### src/hdl/torus_pkg.sv
package torus_pkg;

        localparam int AXIS_BITS    = 1;        // Two nodes per ring
        localparam int NUM_NODES    = 8;
        localparam int TAG_BITS     = 8;
        localparam int PAYLOAD_BITS = 32;
        localparam int NUM_PORTS    = 4;        // X, Y, Z and local

        typedef struct packed {
                logic [AXIS_BITS-1:0] x;
                logic [AXIS_BITS-1:0] y;
                logic [AXIS_BITS-1:0] z;
        } coord_t;

        typedef struct packed {
                coord_t                  dst;
                coord_t                  src;
                logic [TAG_BITS-1:0]     tag;
                logic [PAYLOAD_BITS-1:0] payload;
        } flit_t;

        // Output port of a node and index of the matching input
        typedef enum logic [1:0] {
                PORT_X     = 2'd0,
                PORT_Y     = 2'd1,
                PORT_Z     = 2'd2,
                PORT_LOCAL = 2'd3
        } port_e;

endpackage

### src/hdl/input_buffer.sv
`timescale 1ns/1ns

module input_buffer
        import torus_pkg::*;
#(
        parameter coord_t node_pos = '0
) (
        input  logic                 clk,
        input  logic                 rst_n,
        input  flit_t                in_flit,
        input  logic                 in_valid,
        output logic                 in_ready,
        output flit_t                out_flit,
        output logic [NUM_PORTS-1:0] req,
        input  logic                 grant
);

        logic  full;
        port_e route;

        assign in_ready = ~full;                        // Single entry

        always_ff @(posedge clk) begin
                if (!rst_n) begin
                        full <= 1'b0;
                end else if (in_valid && in_ready) begin
                        full <= 1'b1;
                end else if (grant) begin
                        full <= 1'b0;
                end
        end

        always_ff @(posedge clk) begin
                if (in_valid && in_ready) begin
                        out_flit <= in_flit;
                end
        end

        // Dimension order picks the first differing axis
        always_comb begin
                if (out_flit.dst.x != node_pos.x) begin
                        route = PORT_X;
                end else if (out_flit.dst.y != node_pos.y) begin
                        route = PORT_Y;
                end else if (out_flit.dst.z != node_pos.z) begin
                        route = PORT_Z;
                end else begin
                        route = PORT_LOCAL;             // Arrived
                end
        end

        always_comb begin
                req = '0;
                req[route] = full;                      // One-hot while holding a flit
        end

endmodule

### src/hdl/port_arbiter.sv
`timescale 1ns/1ns

module port_arbiter
        import torus_pkg::*;
(
        input  logic                 clk,
        input  logic                 rst_n,
        input  logic [NUM_PORTS-1:0] req,
        input  flit_t                cand_flit [NUM_PORTS],
        output logic [NUM_PORTS-1:0] grant,
        output flit_t                out_flit,
        output logic                 out_valid,
        input  logic                 out_ready
);

        localparam int sel_bits = $clog2(NUM_PORTS);

        logic [sel_bits-1:0] ptr;
        logic [sel_bits-1:0] win;
        logic                found;
        logic                can_load;
        logic                take;

        // Register empty or draining this edge
        assign can_load = ~out_valid | out_ready;
        assign take     = found & can_load;

        // Search starts at the pointer and wraps
        always_comb begin
                logic [sel_bits-1:0] idx;

                found = 1'b0;
                win   = '0;
                for (int i = 0; i < NUM_PORTS; i++) begin
                        idx = ptr + sel_bits'(i);
                        if (!found && req[idx]) begin
                                found = 1'b1;
                                win   = idx;
                        end
                end
        end

        always_comb begin
                grant = '0;
                grant[win] = take;
        end

        always_ff @(posedge clk) begin
                if (!rst_n) begin
                        out_valid <= 1'b0;
                        ptr       <= '0;
                end else if (take) begin
                        out_valid <= 1'b1;
                        ptr       <= win + sel_bits'(1);        // Move past the winner
                end else if (out_ready) begin
                        out_valid <= 1'b0;
                end
        end

        always_ff @(posedge clk) begin
                if (take) begin
                        out_flit <= cand_flit[win];
                end
        end

endmodule

### src/hdl/torus_node.sv
`timescale 1ns/1ns

module torus_node
        import torus_pkg::*;
#(
        parameter coord_t node_pos = '0
) (
        input  logic                 clk,
        input  logic                 rst_n,

        input  flit_t                inject_flit,
        input  logic                 inject_valid,
        output logic                 inject_ready,

        output flit_t                eject_flit,
        output logic                 eject_valid,
        input  logic                 eject_ready,

        input  flit_t                link_in_flit   [NUM_PORTS-1],
        input  logic [NUM_PORTS-2:0] link_in_valid,
        output logic [NUM_PORTS-2:0] link_in_ready,
        output flit_t                link_out_flit  [NUM_PORTS-1],
        output logic [NUM_PORTS-2:0] link_out_valid,
        input  logic [NUM_PORTS-2:0] link_out_ready
);

        wire flit_t            in_flit   [NUM_PORTS];
        wire [NUM_PORTS-1:0]   in_valid;
        wire [NUM_PORTS-1:0]   in_ready;
        wire flit_t            out_flit  [NUM_PORTS];
        wire [NUM_PORTS-1:0]   out_valid;
        wire [NUM_PORTS-1:0]   out_ready;

        flit_t                 buf_flit  [NUM_PORTS];
        logic [NUM_PORTS-1:0]  buf_req   [NUM_PORTS];   // Indexed by buffer
        logic [NUM_PORTS-1:0]  req_col   [NUM_PORTS];   // Indexed by arbiter
        logic [NUM_PORTS-1:0]  arb_grant [NUM_PORTS];
        logic [NUM_PORTS-1:0]  buf_grant;

        // Turn buffer requests into arbiter columns and OR the grants back
        always_comb begin
                for (int b = 0; b < NUM_PORTS; b++) begin
                        buf_grant[b] = 1'b0;
                        for (int p = 0; p < NUM_PORTS; p++) begin
                                req_col[p][b] = buf_req[b][p];
                                buf_grant[b]  = buf_grant[b] | arb_grant[p][b];
                        end
                end
        end

        for (genvar p = 0; p < NUM_PORTS; p++) begin : g_port
                if (p == PORT_LOCAL) begin : g_local
                        assign in_flit[p]   = inject_flit;
                        assign in_valid[p]  = inject_valid;
                        assign inject_ready = in_ready[p];
                        assign eject_flit   = out_flit[p];
                        assign eject_valid  = out_valid[p];
                        assign out_ready[p] = eject_ready;
                end else begin : g_link
                        assign in_flit[p]        = link_in_flit[p];
                        assign in_valid[p]       = link_in_valid[p];
                        assign link_in_ready[p]  = in_ready[p];
                        assign link_out_flit[p]  = out_flit[p];
                        assign link_out_valid[p] = out_valid[p];
                        assign out_ready[p]      = link_out_ready[p];
                end

                input_buffer #(
                        .node_pos (node_pos)
                ) input_buffer_i (
                        .clk      (clk),
                        .rst_n    (rst_n),
                        .in_flit  (in_flit[p]),
                        .in_valid (in_valid[p]),
                        .in_ready (in_ready[p]),
                        .out_flit (buf_flit[p]),
                        .req      (buf_req[p]),
                        .grant    (buf_grant[p])
                );

                port_arbiter port_arbiter_i (
                        .clk       (clk),
                        .rst_n     (rst_n),
                        .req       (req_col[p]),
                        .cand_flit (buf_flit),
                        .grant     (arb_grant[p]),
                        .out_flit  (out_flit[p]),
                        .out_valid (out_valid[p]),
                        .out_ready (out_ready[p])
                );
        end

endmodule

### config.mk
export PLATFORM = sky130hd
export DESIGN_NAME = torus_node
export DESIGN_NICKNAME = d
export VERILOG_FILES = /design/src/hdl/torus_pkg.sv /design/src/hdl/input_buffer.sv /design/src/hdl/port_arbiter.sv /design/src/hdl/torus_node.sv
export SDC_FILE = /design/constraint.sdc
export NUM_CORES = 1
export LEC_CHECK = 0
export BUFFER_PORTS_ARGS = -buffer_cell sky130_fd_sc_hd__buf_2
export CAP_MARGIN = 20
export CORE_ASPECT_RATIO = 0.5
export CORE_UTILIZATION = 35
export DETAILED_ROUTE_END_ITERATION = 10
export REMOVE_ABC_BUFFERS = 1
export SLEW_MARGIN = 20
export SYNTH_ARGS = -nofsm -noshare
export SYNTH_HDL_FRONTEND = slang
export SYNTH_SLANG_ARGS = --single-unit
### constraint.sdc
create_clock -name clk -period 5.2 [get_ports clk]
set_clock_uncertainty 0.1 [all_clocks]
set_input_delay 1.3 -clock clk [delete_from_list [all_inputs] [get_ports clk]]
set_output_delay 1.3 -clock clk [all_outputs]
set_load 0.01 [all_outputs]
==> flow_summary_export.csv, run 1 <==
group,metric,value,unit
floorplan,die_y,160.7,microns
power_and_ir_drop,switching_share,28.45,%
worst_setup_path,end_kind,"flip-flop",
worst_setup_path,crit-reg2reg-capture,"g_port[2].input_buffer_i.full$_SDFFE_PN0P_",
clocking,cts_tree,"yes",
drt,vias,13750,
layout,fillers,4453,
layout,final_nets,1986,
drt,drt_iter0_markers,1372,
run,cap_violations,0,
yosys,syn_area_per_cell,12.24,sq um
global_routing,grt_pass1_wl,83.75,mm
layout,design_area,0.02160,sq mm
clocking,worstSkewPairLatency,0.54,ns
drt,avgViaCountPerCell,5.553,
yosys,yosysWarnings,0,
worst_setup_path,crit_path_start,"g_port[2].input_buffer_i.full$_SDFFE_PN0P_",
layout,area_growth,22.45,%
sta,finalHoldViolCount,0,
power_and_ir_drop,power,8.364,mW
worst_hold_path,holdPathEnd,"g_port[2].port_arbiter_i.ptr[0]$_SDFFE_PN0P_",
place,dp_worst_setup_slack,1.906,ns
sta,slew_viol_final,0,
clocking,cts_resized,0,
yosys,yosysSeqAreaShare,64.47,%
clocking,hold_buffers,0,
drt,routed_wl,59.10,mm
floorplan,rows,57,
yosys,synth_top_flop_cell,"edfxtp_1",
global_routing,grt.total_usage,22.06,%
worst_hold_path,holdCritPathClass,"reg -> reg",
power_and_ir_drop,power_density,387.3,mW/mm^2
yosys,syn-instance-count,1441,
yosys,synth-async-reset-ratio,0,%
power_and_ir_drop,net-switching-power,2.379,mW
worst_setup_path,rrSetupSlack,1.85,ns
drt,drc,0,
worst_setup_path,critPathKind,"reg -> reg",
sta,fin_crit_sh,64.44,%
sta,max_slew_margin,22.52,%
floorplan,die_width,319.5,microns
clocking,cts_buffer_depth,3,
power_and_ir_drop,p_int,5.985,mW
worst_hold_path,whs_path_depth,2,
floorplan,start_util,35.89,%
sta,setup_viol,0,
floorplan,die-area,0.05135,sq mm
power_and_ir_drop,ir_drop,177.4,uV
global_routing,antenna_found_initial,17,
floorplan,core_area,0.04914,sq mm
yosys,synth_edf_count,368,
worst_setup_path,cp.arrival,3.65,ns
sta,tightest_slew,1.162,ns
place,postPlaceCellArea,0.02025,sq mm
worst_setup_path,r2r_start,"g_port[2].input_buffer_i.full$_SDFFE_PN0P_",
layout,drive_gt1_share,27.13,%
yosys,ys_types,54,
power_and_ir_drop,power_frac_comb,18.5,%
clocking,clkTransAtPathRegs,0.07,ns
place,place_congestion,0.8600,
place,dpl.hpwl,36.82,mm
place,portBuffers,385,
clocking,post_cts_buffers,0,
sta,rsz0062_at_grt,"no",
power_and_ir_drop,leakage,8.267,nW
power_and_ir_drop,clockPowerShare,33.1,%
worst_setup_path,reg2regPathDepth,8,
worst_hold_path,min_from,"g_port[2].port_arbiter_i.ptr[0]$_SDFFE_PN0P_",
global_routing,grt_max_degree,93,
sta,setup_slack,1.849,ns
sta,min_period,3.351,ns
power_and_ir_drop,pwr-share-seq,48.5,%
yosys,synthesis.area,0.01764,sq mm
drt,dr.pass1.iters,6,
sta,max_freq,298.4,MHz
worst_setup_path,required,5.50,ns
floorplan,num_io_pins,386,
global_routing,grt_overflow,0,
drt,wl_per_cell,23.87,microns
worst_setup_path,cp-start-kind,"flip-flop",
clocking,cts_buffers,39,
drt,ant_nets,0,
run_status,status,"finished clean",
clocking,clock-sinks,384,
clocking,h-tree-depth,2,
worst_setup_path,crit_fanout,88,
clocking,cts_root_buffer,"clkbuf_16",
global_routing,grt_pass1_vias,13040,
yosys,synth-seq-cells,384,
[worst max-delay path: stages (launching register included)]
cell and delay (ns):
dfxtp_1 0.56, or4b_4 0.56, a211oi_2 0.28, o21a_4 0.18
buf_4 0.81, ha_1 0.29, a221oi_1 0.08, a21oi_1 0.21
a211oi_1 0.06
[worst max-delay path by stage]
stage                                                 endpoint  slack [ns]
finish              g_port[2].input_buffer_i.full$_SDFFE_PN0P_        1.85
global route        g_port[2].input_buffer_i.full$_SDFFE_PN0P_        1.70
CTS                 g_port[2].input_buffer_i.full$_SDFFE_PN0P_        1.89
detailed placement  g_port[2].input_buffer_i.full$_SDFFE_PN0P_        1.91
global placement    g_port[2].input_buffer_i.full$_SDFFE_PN0P_        2.01
floorplan           g_port[3].input_buffer_i.full$_SDFFE_PN0P_       -6.33
[layout make-up]
class / count / area (sq um) / area share, %
clock inverter: 17 / 131.4 / 0.6083
multi-input combinational: 929 / 5811 / 26.90
antenna: 17 / 42.54 / 0.1970
sequential: 384 / 11370 / 52.65
clock buffer: 54 / 1095 / 5.069
tap: 649 / 812.0 / 3.760
timing repair buffer: 411 / 2275 / 10.53
inverter: 15 / 61.31 / 0.2839
[metal layers]
metal | vias up | share of wire (%) | global-route usage, %
li1 | 6138 | - | -
met1 | 6833 | 37 | 25.31
met4 | 2 | 4.7 | 11.60
met3 | 153 | 5.9 | 2.825
met5 | - | 0.022 | 0
met2 | 623 | 53 | 40.30
[power groups by stage]
stage	Combinational, mW	Clock, mW	Sequential [mW]
2_1_floorplan	0.876	0	4.17
3_3_place_gp	1.50	0	4.12
3_5_place_dp	1.53	0	4.12
4_1_cts	1.53	2.80	4.05
5_1_grt	1.65	2.91	4.09
6_report	1.54	2.77	4.05
[stage by stage]
step           hold WS, ns  setup TNS [ns]  utilization (%)  std cells
3_5_place_dp        0.4378               0            41.22       2385
2_1_floorplan       0.4008         -377.98                -       1328
5_1_grt             0.5006               0            43.95       2475
6_report            0.4508               0            43.95       2476
3_3_place_gp        0.4335               0            41.18       2384
4_1_cts             0.4512               0            43.71       2456
[synthesized netlist by cell type (all sizes together) (2+ instances only)]
master     n  share of area (%)
inv       15               0.33
a32oi    130                6.5
and3       6               0.21
and4bb     2               0.14
clkbuf    53                1.1
a22oi      2              0.085
nor2b     10               0.35
and2       2              0.071
nor4b      5               0.32
mux2i    137                7.8
nor2      18               0.38
o21ai      4               0.11
nand4bb    5               0.32
ha        12               0.85
a221oi     4               0.20
dfxtp     16                1.8
buf       60                2.0
a211oi     9               0.41
and3b      2              0.099
o21a       3               0.13
edfxtp   368                 63
nand2    402                8.6
nand3      4               0.11
o221ai     2              0.099
a41oi      3               0.15
nand4      2              0.071
nand3b     4               0.17
o21bai     2              0.085
a21oi    140                4.0
nand4b     2              0.099
or4b       2               0.13
[sequential cells by signal (all words and copies together) (netlist names)]
signal and count:
g_port.input_buffer_i.out_flit 184, g_port.port_arbiter_i.out_flit 184, g_port.port_arbiter_i.ptr 8, g_port.input_buffer_i.full 4
g_port.port_arbiter_i.out_valid 4
[cell families after synthesis]
family / synth area share [%]
flip-flops: 64.47
multiplexers: 7.775
XOR/XNOR: 0.04967
AO/OA/AOI/OAI: 12.26
adder cells (fa/ha/maj): 0.8512
AND/OR/NAND/NOR: 11.19
buffers and inverters: 3.412
[layout by cell type, fill, tap and decap left out, types with 6 or more instances in the layout]
master / synthesis / layout
a211oi_1: 8 / 7
a21oi_1: 140 / 140
a32oi_1: 130 / 130
and3_1: 6 / 6
buf_12: 0 / 9
buf_2: 41 / 385
buf_4: 10 / 15
clkbuf_1: 53 / 11
clkbuf_16: 0 / 41
clkinv_1: 0 / 6
clkinv_2: 0 / 9
dfxtp_1: 16 / 16
diode_2: 0 / 17
edfxtp_1: 368 / 368
ha_1: 12 / 12
inv_1: 11 / 11
mux2i_1: 137 / 137
nand2_1: 402 / 402
nor2_1: 18 / 18
No activity file was read; power rests on OpenSTA's default activity.
==> inputs of run 2 (changes only) <==
==> constraint.sdc (replaced) <==
create_clock -name clk -period 3.1 [get_ports clk]
set_clock_uncertainty 0.1 [all_clocks]
set_input_delay 0.775 -clock clk [delete_from_list [all_inputs] [get_ports clk]]
set_output_delay 0.775 -clock clk [all_outputs]
set_load 0.01 [all_outputs]
==> flow_summary_export.csv, run 2 (same netlist as run 1, synthesis figures left out) <==
group,metric,value,unit
worst_setup_path,crit_fanout,64,
floorplan,die-area,0.05135,sq mm
global_routing,grt_pass1_vias,13380,
worst_hold_path,min_from,"link_in_flit[79]",
place,place_inst,2412,
sta,tightest_slew,0.8025,ns
clocking,cts_resized,0,
clocking,cts_buffer_depth,3,
sta,setup_viol,0,
place,portBuffers,385,
drt,ant_nets,0,
layout,fillers,4465,
floorplan,num_io_pins,386,
drt,vias,13810,
run_status,status,"finished clean",
worst_setup_path,crit_path_start,"g_port[2].input_buffer_i.out_flit[45]$_DFFE_PP_",
sta,rsz0062_at_grt,"no",
global_routing,grt.total_usage,22.35,%
layout,final_nets,2010,
worst_hold_path,holdCritPathClass,"in -> reg",
drt,drt_iter0_markers,1286,
clocking,cts_buffers,39,
clocking,h-tree-depth,2,
layout,drive_gt1_share,27.94,%
power_and_ir_drop,ir_drop,342.6,uV
clocking,clkTransAtPathRegs,0.06,ns
sta,hold_ws,0.3000,ns
clocking,post_cts_buffers,0,
worst_setup_path,end_kind,"flip-flop",
global_routing,grt_overflow,0,
clocking,cts_root_buffer,"clkbuf_16",
floorplan,start_util,35.89,%
layout,area_growth,23.64,%
sta,fin_crit_sh,91.51,%
drt,dr.pass1.iters,8,
sta,finalHoldViolCount,0,
place,dpl.hpwl,39.33,mm
drt,drc,0,
clocking,cts_tree,"yes",
worst_setup_path,r2r_start,"g_port[2].input_buffer_i.out_flit[45]$_DFFE_PP_",
drt,avgViaCountPerCell,5.525,
sta,max_slew_margin,46.50,%
run,cap_violations,0,
power_and_ir_drop,leakage,8.386,nW
layout,layout.cells.non_filler,2499,
drt,wl_per_cell,23.95,microns
place,place_congestion,0.8847,
clocking,hold_buffers,0,
drt,routed_wl,59.85,mm
floorplan,die_y,160.7,microns
global_routing,antenna_found_initial,21,
worst_setup_path,cp-start-kind,"flip-flop",
worst_setup_path,cp.arrival,3.12,ns
worst_setup_path,critPathKind,"reg -> reg",
layout,largestRegisters,"g_port.input_buffer_i.out_flit (184), g_port.port_arbiter_i.out_flit (184), g_port.port_arbiter_i.ptr (8)",
worst_setup_path,rrSetupSlack,0.26,ns
layout,final_common_cell,"nand2_1",
floorplan,core_area,0.04914,sq mm
global_routing,grt_pass1_wl,85.33,mm
sta,min_period,2.837,ns
floorplan,rows,57,
power_and_ir_drop,power_density,645.2,mW/mm^2
worst_setup_path,required,3.38,ns
sta,max_freq,352.5,MHz
sta,slew_viol_final,0,
floorplan,die_width,319.5,microns
clocking,clock-sinks,384,
clocking,worstSkewPairLatency,0.54,ns
global_routing,grt_max_degree,80,
layout,final_cell_mix,"nand2_1, buf_2, edfxtp_1, a21oi_1, mux2i_1",
## run 2: changes by cell type in the layout (fill, tap and decap cells not counted), moves of 2 or more
| cell | previous run | this run |
|---|---|---|
| buf_12 | 9 | 15 |
| buf_16 | 2 | 0 |
| buf_4 | 15 | 35 |
| clkbuf_1 | 11 | 9 |
| clkinv_2 | 9 | 5 |
| diode_2 | 17 | 21 |
## run 2: area by class of cell
cell class | count | area, sq um | share of cell area (%)
diodes | 21 | 52.55 | 0.2410
inverters | 15 | 61.31 | 0.2811
flip-flops and latches | 384 | 11370 | 52.14
well taps | 649 | 812.0 | 3.724
clock inverters | 13 | 108.9 | 0.4992
multi-input cells | 929 | 5811 | 26.65
repair buffers | 435 | 2490 | 11.42
clock buffers | 53 | 1101 | 5.049
## run 2: routing by layer
| metal | up-vias | routed length, microns | GRT usage, % |
|---|---|---|---|
| li1 | 6182 | - | - |
| met1 | 6910 | 22450 | 25.91 |
| met2 | 581 | 31240 | 40.17 |
| met3 | 134 | 3354 | 2.913 |
| met4 | 0 | 2805 | 12.37 |
| met5 | - | 0 | 0 |
## run 2: critical path, cell delays in order (launching register included)
cell and delay, ns:
edfxtp_1 0.47, nand4bb_1 0.33, o21ai_0 0.26, o21a_4 0.38
buf_4 0.70, a21oi_1 0.16, a32oi_1 0.21
## run 2: metrics by stage
| stage | TNS, ns | instance area (sq um) | total power, mW | worst slack (ns) | utilization, % |
|---|---|---|---|---|---|
| 2_1_floorplan | -865.14 | 17100 | 8.457 | -8.432 | - |
| 6_report | 0 | 21810 | 14.07 | 0.2633 | 44.38 |
| 3_5_place_dp | 0 | 20540 | 9.566 | 0.2751 | 41.81 |
| 5_1_grt | 0 | 21800 | 14.53 | 0.08675 | 44.37 |
| 4_1_cts | 0 | 21750 | 14.13 | 0.2907 | 44.27 |
| 3_3_place_gp | 0 | 20540 | 9.520 | 0.4018 | 41.81 |
## run 2: report_power, final
part,internal (mW),switching (mW)
combinational,0.994,1.68
sequential,6.44,0.341
clock,2.64,1.97
## run 2: worst paths after layout
check | endpoint | depth (start not counted)
setup / recovery | g_port[2].port_arbiter_i.out_flit[12]$_DFFE_PP_ | 6
hold / removal | g_port[1].input_buffer_i.out_flit[33]$_DFFE_PP_ | 1
setup reg to reg | g_port[2].port_arbiter_i.out_flit[12]$_DFFE_PP_ | 6
hold reg to reg | g_port[2].port_arbiter_i.ptr[0]$_SDFFE_PN0P_ | 2
